===== src/source/adc_fifo_pkg.sv =====
package adc_fifo_pkg;

   localparam int sample_width = 10;
   typedef logic [sample_width-1:0] adc_sample_t;   // One ADC conversion

   localparam int bytecnt_width = 2;

   // Register map of the capture subsystem
   localparam logic [7:0] reg_adc_read        = 8'd3;    // FIFO data byte
   localparam logic [7:0] reg_fifo_stat       = 8'd11;
   localparam logic [7:0] reg_adc_low_res     = 8'd16;
   localparam logic [7:0] reg_sample_count    = 8'd17;   // 2 bytes, LSB first
   localparam logic [7:0] reg_arm             = 8'd18;
   localparam logic [7:0] reg_underflow_count = 8'd20;
   localparam logic [7:0] reg_fast_read_mode  = 8'd21;
   localparam logic [7:0] reg_capture_done    = 8'd22;

   // Bit positions in the FIFO status byte
   localparam int stat_overflow_bit  = 0;
   localparam int stat_underflow_bit = 1;
   localparam int stat_empty_bit     = 2;
   localparam int stat_capturing_bit = 3;

   localparam logic [15:0] sample_count_default = 16'd32;

endpackage


===== src/source/sample_fifo_if.sv =====
interface sample_fifo_if
   import adc_fifo_pkg::*;
();

   logic        wr_en;
   adc_sample_t wr_data;
   logic        full;
   logic        rd_en;
   adc_sample_t rd_data;   // Head entry, 0 when empty
   logic        empty;

   modport writer (output wr_en, output wr_data, input full);

   modport reader (output rd_en, input rd_data, input empty);

   modport fifo (
      input  wr_en, input wr_data, output full,
      input  rd_en, output rd_data, output empty
   );

endinterface


===== src/source/adc_sample_capture.sv =====
module adc_sample_capture
   import adc_fifo_pkg::*;
(
   input  logic          clk_usb,
   input  logic          reset,
   input  adc_sample_t   adc_data,
   input  logic          adc_valid,
   input  logic          arm,
   input  logic [15:0]   sample_count,
   sample_fifo_if.writer fifo,
   output logic          capture_done,
   output logic          capturing
);

   logic [15:0] remaining;   // Samples still to be taken
   logic        take;

   assign take         = capturing & adc_valid;
   assign fifo.wr_en   = take;
   assign fifo.wr_data = adc_data;

   always_ff @(posedge clk_usb) begin
      if (reset) begin
         capturing    <= 1'b0;
         capture_done <= 1'b0;
         remaining    <= '0;
      end else if (arm) begin
         remaining    <= sample_count;
         // A zero-length request completes at once
         capturing    <= (sample_count != 16'd0);
         capture_done <= (sample_count == 16'd0);
      end else if (take) begin
         remaining <= remaining - 16'd1;
         if (remaining == 16'd1) begin   // Last requested sample
            capturing    <= 1'b0;
            capture_done <= 1'b1;
         end
      end
   end

   // Arm comes from a single register write and must be a pulse
   assert property (@(posedge clk_usb) disable iff (reset) arm |=> !arm)
      else $error("arm held high for more than one cycle");

endmodule


===== src/source/sample_fifo.sv =====
module sample_fifo
   import adc_fifo_pkg::*;
#(
   parameter int FIFO_DEPTH_LOG2 = 6
)(
   input  logic        clk_usb,
   input  logic        reset,
   input  logic        clear_errors,
   sample_fifo_if.fifo fifo,
   output logic        overflow_error,
   output logic        underflow_error,
   output logic [7:0]  underflow_count
);

   localparam int depth = 2 ** FIFO_DEPTH_LOG2;
   localparam logic [FIFO_DEPTH_LOG2-1:0] ptr_one   = 1;
   localparam logic [FIFO_DEPTH_LOG2:0]   count_one = 1;
   localparam logic [FIFO_DEPTH_LOG2:0]   count_max = (FIFO_DEPTH_LOG2 + 1)'(depth);

   adc_sample_t                mem [depth];
   logic [FIFO_DEPTH_LOG2-1:0] wr_ptr;
   logic [FIFO_DEPTH_LOG2-1:0] rd_ptr;
   logic [FIFO_DEPTH_LOG2:0]   count;   // Occupancy, 0 to depth
   logic                       push;
   logic                       pop;

   assign fifo.empty   = (count == '0);
   assign fifo.full    = count[FIFO_DEPTH_LOG2];   // MSB only set at exactly depth
   assign fifo.rd_data = fifo.empty ? '0 : mem[rd_ptr];   // Fall-through head

   assign push = fifo.wr_en & ~fifo.full;
   assign pop  = fifo.rd_en & ~fifo.empty;

   always_ff @(posedge clk_usb) begin
      if (push)
         mem[wr_ptr] <= fifo.wr_data;
   end

   always_ff @(posedge clk_usb) begin
      if (reset) begin
         wr_ptr <= '0;
         rd_ptr <= '0;
         count  <= '0;
      end else begin
         if (push)
            wr_ptr <= wr_ptr + ptr_one;
         if (pop)
            rd_ptr <= rd_ptr + ptr_one;
         case ({push, pop})
            2'b10:   count <= count + count_one;
            2'b01:   count <= count - count_one;
            default: ;   // Idle, or push and pop together
         endcase
      end
   end

   // Sticky error flags, held clear while clear_errors is high
   always_ff @(posedge clk_usb) begin
      if (reset || clear_errors) begin
         overflow_error  <= 1'b0;
         underflow_error <= 1'b0;
         underflow_count <= 8'd0;
      end else begin
         if (fifo.wr_en && fifo.full)
            overflow_error <= 1'b1;   // Sample dropped
         if (fifo.rd_en && fifo.empty) begin
            underflow_error <= 1'b1;
            if (underflow_count != 8'hff)
               underflow_count <= underflow_count + 8'd1;
         end
      end
   end

   assert property (@(posedge clk_usb) disable iff (reset) count <= count_max)
      else $error("FIFO occupancy above depth");

   // Pointer distance must agree with the occupancy count
   assert property (@(posedge clk_usb) disable iff (reset)
      (wr_ptr - rd_ptr) == count[FIFO_DEPTH_LOG2-1:0])
      else $error("FIFO pointers disagree with occupancy");

endmodule


===== src/source/reg_adc_fifo.sv =====
module reg_adc_fifo
   import adc_fifo_pkg::*;
(
   input  logic                     clk_usb,
   input  logic                     reset,
   input  logic [7:0]               reg_address,
   input  logic [bytecnt_width-1:0] reg_bytecnt,
   input  logic [7:0]               reg_datai,
   input  logic                     reg_read,
   input  logic                     reg_write,
   output logic [7:0]               reg_datao,
   input  logic                     capture_done,
   input  logic                     capturing,
   input  logic                     overflow_error,
   input  logic                     underflow_error,
   input  logic [7:0]               underflow_count,
   input  logic                     fifo_empty,
   input  logic [7:0]               read_byte,
   output logic                     low_res,
   output logic [15:0]              sample_count,
   output logic                     arm,
   output logic                     clear_errors,
   output logic                     read_strobe
);

   logic       fast_read_mode;
   logic       reg_read_r;          // reg_read delayed one cycle
   logic       strobe_r;            // Normal mode strobe
   logic       data_read_start;     // First cycle of a data register read
   logic [7:0] fifo_stat;
   logic [7:0] sample_count_byte;

   assign data_read_start = reg_read & ~reg_read_r & (reg_address == reg_adc_read);

   // Fast mode saves a cycle by popping during the first read cycle
   assign read_strobe = fast_read_mode ? data_read_start : strobe_r;

   always_ff @(posedge clk_usb) begin
      if (reset) begin
         reg_read_r <= 1'b0;
         strobe_r   <= 1'b0;
      end else begin
         reg_read_r <= reg_read;
         strobe_r   <= data_read_start;
      end
   end

   always_comb begin
      fifo_stat = 8'h00;
      fifo_stat[stat_overflow_bit]  = overflow_error;
      fifo_stat[stat_underflow_bit] = underflow_error;
      fifo_stat[stat_empty_bit]     = fifo_empty;
      fifo_stat[stat_capturing_bit] = capturing;
   end

   assign sample_count_byte = reg_bytecnt[1] ? 8'h00 :
                              reg_bytecnt[0] ? sample_count[15:8] : sample_count[7:0];

   always_comb begin
      reg_datao = 8'h00;
      if (reg_read) begin
         case (reg_address)
            reg_fifo_stat:       reg_datao = fifo_stat;
            reg_adc_low_res:     reg_datao = {7'b0, low_res};
            reg_sample_count:    reg_datao = sample_count_byte;
            reg_underflow_count: reg_datao = underflow_count;
            reg_fast_read_mode:  reg_datao = {7'b0, fast_read_mode};
            reg_capture_done:    reg_datao = {7'b0, capture_done};
            reg_adc_read:        reg_datao = read_byte;   // Byte before the advance
            default:             reg_datao = 8'h00;
         endcase
      end
   end

   always_ff @(posedge clk_usb) begin
      if (reset) begin
         low_res      <= 1'b0;
         sample_count <= sample_count_default;
         clear_errors <= 1'b0;
      end else if (reg_write) begin
         case (reg_address)
            reg_adc_low_res: low_res      <= reg_datai[0];
            reg_fifo_stat:   clear_errors <= reg_datai[0];   // Level, not a pulse
            reg_sample_count: begin
               if (reg_bytecnt == 2'd0)
                  sample_count[7:0] <= reg_datai;
               else if (reg_bytecnt == 2'd1)
                  sample_count[15:8] <= reg_datai;
            end
            default: ;
         endcase
      end
   end

   always_ff @(posedge clk_usb) begin
      if (reset) begin
         arm            <= 1'b0;
         fast_read_mode <= 1'b0;
      end else begin
         arm <= reg_write & (reg_address == reg_arm) & reg_datai[0];
         // Any write elsewhere drops back to normal reads
         if (reg_write)
            fast_read_mode <= (reg_address == reg_fast_read_mode) & reg_datai[0];
      end
   end

   // Covers normal mode too, where the strobe lands one cycle into the read
   assert property (@(posedge clk_usb) disable iff (reset)
      read_strobe |-> reg_read && (reg_address == reg_adc_read))
      else $error("FIFO read strobe outside a data register read");

endmodule


===== src/source/adc_byte_formatter.sv =====
module adc_byte_formatter
   import adc_fifo_pkg::*;
(
   input  logic          clk_usb,
   input  logic          reset,
   input  logic          low_res,
   input  logic          read_strobe,
   sample_fifo_if.reader fifo,
   output logic [7:0]    read_byte
);

   // Full mode byte select, high byte first
   logic phase;

   always_comb begin
      if (low_res)
         read_byte = fifo.rd_data[sample_width-1 -: 8];   // Drop the two LSBs
      else if (phase)
         read_byte = fifo.rd_data[7:0];
      else
         read_byte = 8'(fifo.rd_data[sample_width-1:8]);
   end

   // Full mode only pops once both bytes have gone out
   assign fifo.rd_en = read_strobe & (low_res | phase);

   always_ff @(posedge clk_usb) begin
      if (reset) begin
         phase <= 1'b0;
      end else if (low_res) begin
         phase <= 1'b0;   // Full mode always restarts on the high byte
      end else if (read_strobe) begin
         phase <= ~phase;
      end
   end

endmodule


===== src/source/adc_fifo_top.sv =====
module adc_fifo_top
   import adc_fifo_pkg::*;
#(
   parameter int FIFO_DEPTH_LOG2 = 6
)(
   input  logic                     clk_usb,
   input  logic                     reset,
   input  logic [7:0]               reg_address,
   input  logic [bytecnt_width-1:0] reg_bytecnt,
   input  logic [7:0]               reg_datai,
   output logic [7:0]               reg_datao,
   input  logic                     reg_read,
   input  logic                     reg_write,
   input  adc_sample_t              adc_data,
   input  logic                     adc_valid
);

   logic        low_res;
   logic [15:0] sample_count;
   logic        arm;
   logic        clear_errors;
   logic        read_strobe;
   logic        capture_done;
   logic        capturing;
   logic        overflow_error;
   logic        underflow_error;
   logic [7:0]  underflow_count;
   logic [7:0]  read_byte;

   sample_fifo_if fifo_if ();

   adc_sample_capture u_capture (
      .clk_usb      (clk_usb),
      .reset        (reset),
      .adc_data     (adc_data),
      .adc_valid    (adc_valid),
      .arm          (arm),
      .sample_count (sample_count),
      .fifo         (fifo_if),
      .capture_done (capture_done),
      .capturing    (capturing)
   );

   sample_fifo #(
      .FIFO_DEPTH_LOG2 (FIFO_DEPTH_LOG2)
   ) u_fifo (
      .clk_usb         (clk_usb),
      .reset           (reset),
      .clear_errors    (clear_errors),
      .fifo            (fifo_if),
      .overflow_error  (overflow_error),
      .underflow_error (underflow_error),
      .underflow_count (underflow_count)
   );

   reg_adc_fifo u_regs (
      .clk_usb         (clk_usb),
      .reset           (reset),
      .reg_address     (reg_address),
      .reg_bytecnt     (reg_bytecnt),
      .reg_datai       (reg_datai),
      .reg_read        (reg_read),
      .reg_write       (reg_write),
      .reg_datao       (reg_datao),
      .capture_done    (capture_done),
      .capturing       (capturing),
      .overflow_error  (overflow_error),
      .underflow_error (underflow_error),
      .underflow_count (underflow_count),
      .fifo_empty      (fifo_if.empty),
      .read_byte       (read_byte),
      .low_res         (low_res),
      .sample_count    (sample_count),
      .arm             (arm),
      .clear_errors    (clear_errors),
      .read_strobe     (read_strobe)
   );

   adc_byte_formatter u_formatter (
      .clk_usb     (clk_usb),
      .reset       (reset),
      .low_res     (low_res),
      .read_strobe (read_strobe),
      .fifo        (fifo_if),
      .read_byte   (read_byte)
   );

endmodule


===== config.mk =====
export PLATFORM = sky130hd
export DESIGN_NAME = adc_fifo_top
export DESIGN_NICKNAME = d
export VERILOG_FILES = /design/src/source/adc_fifo_pkg.sv /design/src/source/sample_fifo_if.sv /design/src/source/adc_sample_capture.sv /design/src/source/sample_fifo.sv /design/src/source/reg_adc_fifo.sv /design/src/source/adc_byte_formatter.sv /design/src/source/adc_fifo_top.sv
export SDC_FILE = /design/constraint.sdc
export NUM_CORES = 1
export LEC_CHECK = 0
export ABC_AREA = 1
export BUFFER_PORTS_ARGS = -buffer_cell sky130_fd_sc_hd__buf_4
export CAP_MARGIN = 20
export CORE_ASPECT_RATIO = 0.7
export CORE_MARGIN = 2
export CORE_UTILIZATION = 44
export DETAILED_ROUTE_END_ITERATION = 8
export GPL_TIMING_DRIVEN = 0
export SKIP_LAST_GASP = 1
export SYNTH_ARGS = -nofsm -noshare
export SYNTH_HDL_FRONTEND = slang
export SYNTH_SLANG_ARGS = --single-unit
export TNS_END_PERCENT = 50

===== constraint.sdc =====
create_clock -name clk_usb -period 5.1 [get_ports clk_usb]
set_clock_uncertainty 0.1 [all_clocks]
set_input_delay 0.255 -clock clk_usb [delete_from_list [all_inputs] [get_ports clk_usb]]
set_output_delay 0.255 -clock clk_usb [all_outputs]
set_load 0.01 [all_outputs]

# == Word-level counts from Yosys, hierarchy flattened ==
# Memory sizes are Yosys's and may differ from the RTL's. A register that Yosys moved wholly into a read port is not among the register bits.
# Index checks and enable logic that the tools add are counted.
# word_totals
ff_bits,70
ramBits,640
word_cells,91
n_memories,1
# op_classes
addsub,6
eq_ne,13
mux,21
n_bitwise,15
reduce_logical,17
# memory_table
memory,words,width,rd,rd_ports_with_merged_regs,write_ports,line_no,text
u_fifo.mem,64,10,1,1,1,sample_fifo.sv:20,adc_sample_t mem [depth];
# ops
op,count
8-bit case mux with 7 select lines,1
8-bit by 5-bit equality test with 1-bit output (second input constant),6
8-bit two-way mux,5
16-bit two-way mux,2
16-bit by 1-bit equality test with 1-bit output (second input constant),1
16-bit logical NOT,1
16-bit nonzero test,1
16-bit by 1-bit subtractor with 16-bit output (second input constant),1
7-bit case mux with 2 select lines,1
6-bit by 1-bit adder with 6-bit output (second input constant),2
6-bit two-way mux,2
10-bit two-way mux,1
1-bit AND,9
1-bit two-way mux,9
8-bit by 1-bit adder with 8-bit output (second input constant),1
8-bit by 2-bit equality test with 1-bit output (second input constant),1
8-bit by 4-bit equality test with 1-bit output (second input constant),1
8-bit inequality test (second input constant),1
2-bit AND reduction,4
7-bit by 1-bit adder with 7-bit output (second input constant),1
7-bit logical NOT,1
7-bit by 1-bit subtractor with 7-bit output (second input constant),1
2-bit nonzero test,3
1-bit NOT,5
other kinds (9),11

# == Depth between registers and ports, before layout ==
# depth
ltp_word,8
mapped_depth,25
depth_no_buf,24

# == Cells and area by module ==
# From an unflattened synthesis, not the netlist that was laid out.
# unflattened
cells_unflattened,2842
hier_area_um2,30405.4
# modules_own_cells
module,instances,cells_each,area_each_um2
sample_fifo,1,2353,27463.8
reg_adc_fifo,1,239,1381.3
adc_sample_capture,1,213,1330.0
adc_byte_formatter,1,37,230.2

# == Worst setup path before layout ==
# No wires, ideal clock.
# synth_path
path_kind,input port to flip-flop
from,in reg_address[6]
to,reg u_fifo.count[6]
arrival_time_ns,2.671
required_ns,4.881
path_slack_ns,2.210
path_stages,24
path_buffers,1
path_cell_list,inv_1 > nand2_1 > nor3_2 > nand2_2 > nor2_4 > nand3_2 > o21ai_2 > inv_2 > nor2_1 > nand2_1 > inv_1 > ha_1 > buf_4 > xor2_1 > ha_1 > a21oi_1 > o21ai_0 > nand2_1 > nand2_1 > nand2_1 > o21ai_0 > nand3_1 > o21ai_0 > a21oi_1
# synth_via
elab_chain_len,7
word_cells_on_any_way,9
cone_classes,eq/ne (3); mux (2); bitwise (3); reduce/logical (1)
# synth_rtl
item,line_no,text
from (decl),adc_fifo_top.sv:8,"input logic [7:0] reg_address,"
8-bit by 2-bit equality test with 1-bit output (*),reg_adc_fifo.sv:33,assign data_read_start = reg_read & ~reg_read_r & (reg_address == reg_adc_read);
1-bit AND (*),reg_adc_fifo.sv:33,
1-bit two-way mux (*),reg_adc_fifo.sv:36,assign read_strobe = fast_read_mode ? data_read_start : strobe_r;
1-bit AND (*),adc_byte_formatter.sv:25,assign fifo.rd_en = read_strobe & (low_res | phase);
1-bit AND (*),sample_fifo.sv:32,assign pop = fifo.rd_en & ~fifo.empty;
2-bit by 1-bit equality test with 1-bit output or 2-bit equality test (tied branches),sample_fifo.sv:49,"case ({push, pop})"
7-bit case mux with 2 select lines or 2-bit nonzero test (tied branches),n/a,
to (signal assigned),sample_fifo.sv:50,2'b10: count <= count + count_one;
to (signal assigned),sample_fifo.sv:51,2'b01: count <= count - count_one;
to (decl),sample_fifo.sv:23,logic [FIFO_DEPTH_LOG2:0] count;
# Every way passes the cells marked *; elsewhere a longest branch is shown, timed or not.
# A chain may end at the register's enable or synchronous reset.

==> run_results.csv <==
group,metric,value,unit
sta,hold_viol_final,0,
clock_network,cts_buffer_depth,3,
route,routedWlPerCell,29.2,um
yosys,ys_top_cells_by_count,"930 x nand2_1, 640 x edfxtp_1, 578 x nand3_1, 134 x nor2_1, 81 x inv_1",
yosys,synth_nets,2858,
yosys,synthFlopType,"edfxtp_1",
yosys,synth_edf_count,640,
sta,finalCritPeriodShare,85.8,%
min_path,holdPathStages,5,
sta,period_needed,4.37,ns
final_layout,multi_input_area,0.00845,mm^2
job,drv_cap,0,
worst_setup_path,worstPathArrival,4.02,ns
clock_network,post_cts_buffers,0,
clock_network,cts_tree,"yes",
worst_setup_path,rr_startpoint,"u_fifo.count[6]",
worst_setup_path,critPathKind,"reg2out",
yosys,synth_top_area_cell,"edfxtp_1",
global_route,grt_overflow,0,
sta,fmax,229,MHz
global_route,grt_pass1_vias,21000,
floorplanning,die-area,0.0711,mm^2
yosys,avgSynthCellArea,10.8,um^2
sta,rsz0062_at_grt,"false",
worst_setup_path,crit_fanout,10,
final_layout,seq_area,0.0207,mm^2
power,ir_drop,0.000231,V
global_route,grtUsageTotal,32.3,%
yosys,synth.distinct_cells,51,
yosys,yosysSeqAreaShare,68.3,%
clock_network,root_buffer,"clkbuf_16",
worst_setup_path,cp-start-kind,"flop",
power,p_total,11.6,mW
floorplanning,initial_utilization,44.5,%
yosys,syn_inst,2817,
floorplanning,die_w,318,um
route,drc,0,
placement,post-dp-hpwl,82.5,mm
clock_network,clock_latency,0.64,ns
clock_network,cts.clk_slew.worst_paths,0.07,ns
floorplanning,rows,80,
global_route,grt_antenna_before_repair,6,
worst_setup_path,critPathRequiredTime,4.74,ns
final_layout,area_delta_synth_final,16.6,%
yosys,synth_top_area_share,63.3,%
sta,slew_headroom,21.1,%
yosys,yosysMostFrequentCell,"nand2_1",
yosys,ys_seq_elements,716,
sta,setup-violations-final,0,
clock_network,cts_buffers,72,
yosys,ys_top_cells_by_area,"edfxtp_1 63%, nand2_1 12%, nand3_1 9.5%",
placement,gp_congestion,0.987,
route,vias,23600,
final_layout,fin_nets,3048,
worst_setup_path,end_kind,"output port",
global_route,grt_pass1_wl,159,mm
clock_network,cts_htree_levels,3,
yosys,syn_area,0.0304,mm^2
final_layout,n_fill_cell,5992,
yosys,yosysWarnings,0,
placement,portBuffers,40,
sta,worst_slew_pin_slew,1.18,ns
route,firstDrtPassIters,6,
route,drtIter0Drc,4166,
power,p_per_area,329,mW/mm^2
min_path,hp-start,"reg_address[2]",
floorplanning,io-pin-count,41,
worst_setup_path,reg2reg_depth,20,
clock_network,clock-sinks,716,
sta,drv_slew,0,
route,viasPerCell,5.96,
floorplanning,die_h,224,um
min_path,holdCritPathClass,"in2reg",
global_route,grt_max_degree,65,
outcome,status,"completed",
floorplanning,fp.coreArea,0.0682,mm^2
sta,setup_tns,0,ns
yosys,async_flop_share,0,%
final_layout,final_layout_size_suffix_gt1_share,13.2,%
route,wl,116,mm
route,postRouteAntennaNets,0,
power,leakage,12.8,nW
final_layout,finalCoreUtilization,51.9,%
[stage by stage]
| stage | area [um^2] | hold WS (ns) | setup WS, ns | std cells |
|---|---|---|---|---|
| floorplan | 30400 | 0.254 | 2.21 | 2817 |
| global placement | 31800 | 0.317 | 0.556 | 3759 |
| detailed placement | 33000 | 0.316 | 1.28 | 3815 |
| CTS | 35400 | 0.00161 | 0.957 | 3963 |
| global route | 35400 | 0.0413 | 0.730 | 3963 |
| finish | 35400 | 0.0311 | 0.726 | 3965 |
[placed cells by master, fill, tap and decap left out, types with 8 or more instances in the layout]
| master | netlist | routed |
|---|---|---|
| clkinv_2 | 0 | 15 |
| clkbuf_16 | 0 | 76 |
| buf_4 | 24 | 66 |
| clkinv_1 | 3 | 11 |
| buf_8 | 1 | 32 |
| buf_16 | 0 | 19 |
| nand3_1 | 578 | 578 |
| nor3_1 | 11 | 9 |
| buf_1 | 10 | 10 |
| nor2_2 | 2 | 60 |
| ha_1 | 8 | 8 |
| dfxtp_1 | 76 | 76 |
| clkbuf_1 | 28 | 47 |
| a22oi_1 | 9 | 9 |
| edfxtp_1 | 640 | 640 |
| buf_2 | 61 | 61 |
| nand2_1 | 930 | 930 |
| buf_6 | 26 | 30 |
| nand4_1 | 10 | 10 |
| a31oi_1 | 13 | 13 |
| xor2_1 | 16 | 16 |
| nor2_1 | 134 | 76 |
| dlygate4sd3_1 | 0 | 20 |
| o21ai_0 | 41 | 41 |
| inv_1 | 81 | 81 |
| inv_2 | 11 | 11 |
| a21oi_1 | 50 | 50 |
[worst max-delay path, cell delays in order (launching register included)]
cell and delay (ns):
dfxtp_1 0.30, buf_2 0.23, inv_2 0.33, clkbuf_1 0.78
nand3_1 0.52, nand2_1 0.16, nand2_1 0.06, nand3_1 0.07
nand3_1 0.07, nand2_1 0.21, nand2_1 0.08, nand2_1 0.06
nand3_1 0.11, a21oi_1 0.21, buf_4 0.16
[routing by layer]
layer	vias up	GRT usage (%)	routed length, um
li1	10200	-	-
met1	11600	49.4	49300
met2	1690	41.0	43600
met3	193	13.2	19300
met4	2	9.54	3410
met5	-	0	37
[what timing repair did]
item,CTS,global route
hold buffers,20,0
resized for setup,0,0
endpoints found under the hold margin,30,0
[state kept, by name (all words and copies together) (netlist names), 6 cells and up, named ones only]
| name | flops |
|---|---|
| u_fifo.mem | 640 |
| u_fifo.count | 7 |
| u_fifo.rd_ptr | 6 |
| u_capture.remaining | 16 |
| u_regs.sample_count | 16 |
| u_fifo.wr_ptr | 6 |
| u_fifo.underflow_count | 8 |
[path summary, 6_finish.rpt]
path / end / slack, ns
setup / recovery: reg_datao[7] / 0.73
hold / removal: u_regs.clear_errors / 0.03
setup reg to reg: u_fifo.count[6] / 1.16
hold reg to reg: u_regs.strobe_r / 0.32
[logic make-up after synthesis]
kind of cell	count (synthesis)	share of synthesized area, %
buffers and inverters	248	4.33
AO/OA/AOI/OAI	137	2.56
adder cells (fa/ha/maj)	8	0.330
flip-flops	716	68.3
XOR/XNOR	18	0.519
AND/OR/NAND/NOR	1690	23.9
[report_power, final]
| part | total, mW | switching [mW] | internal [mW] |
|---|---|---|---|
| logic | 0.161 | 0.130 | 0.0308 |
| clock network | 5.09 | 2.30 | 2.80 |
| registers | 6.38 | 0.000495 | 6.38 |
[final cells by class]
cell class                 instances  area share, %
sequential                       716           58.6
timing repair buffer             116           4.38
multi-input combinational       1853           23.9
clock buffer                      96           5.62
buffer                           151           2.67
tap                              902           3.19
inverter                          97           1.05
clock inverter                    32          0.576
antenna                            2         0.0141
No activity file was read; power rests on OpenSTA's default activity.
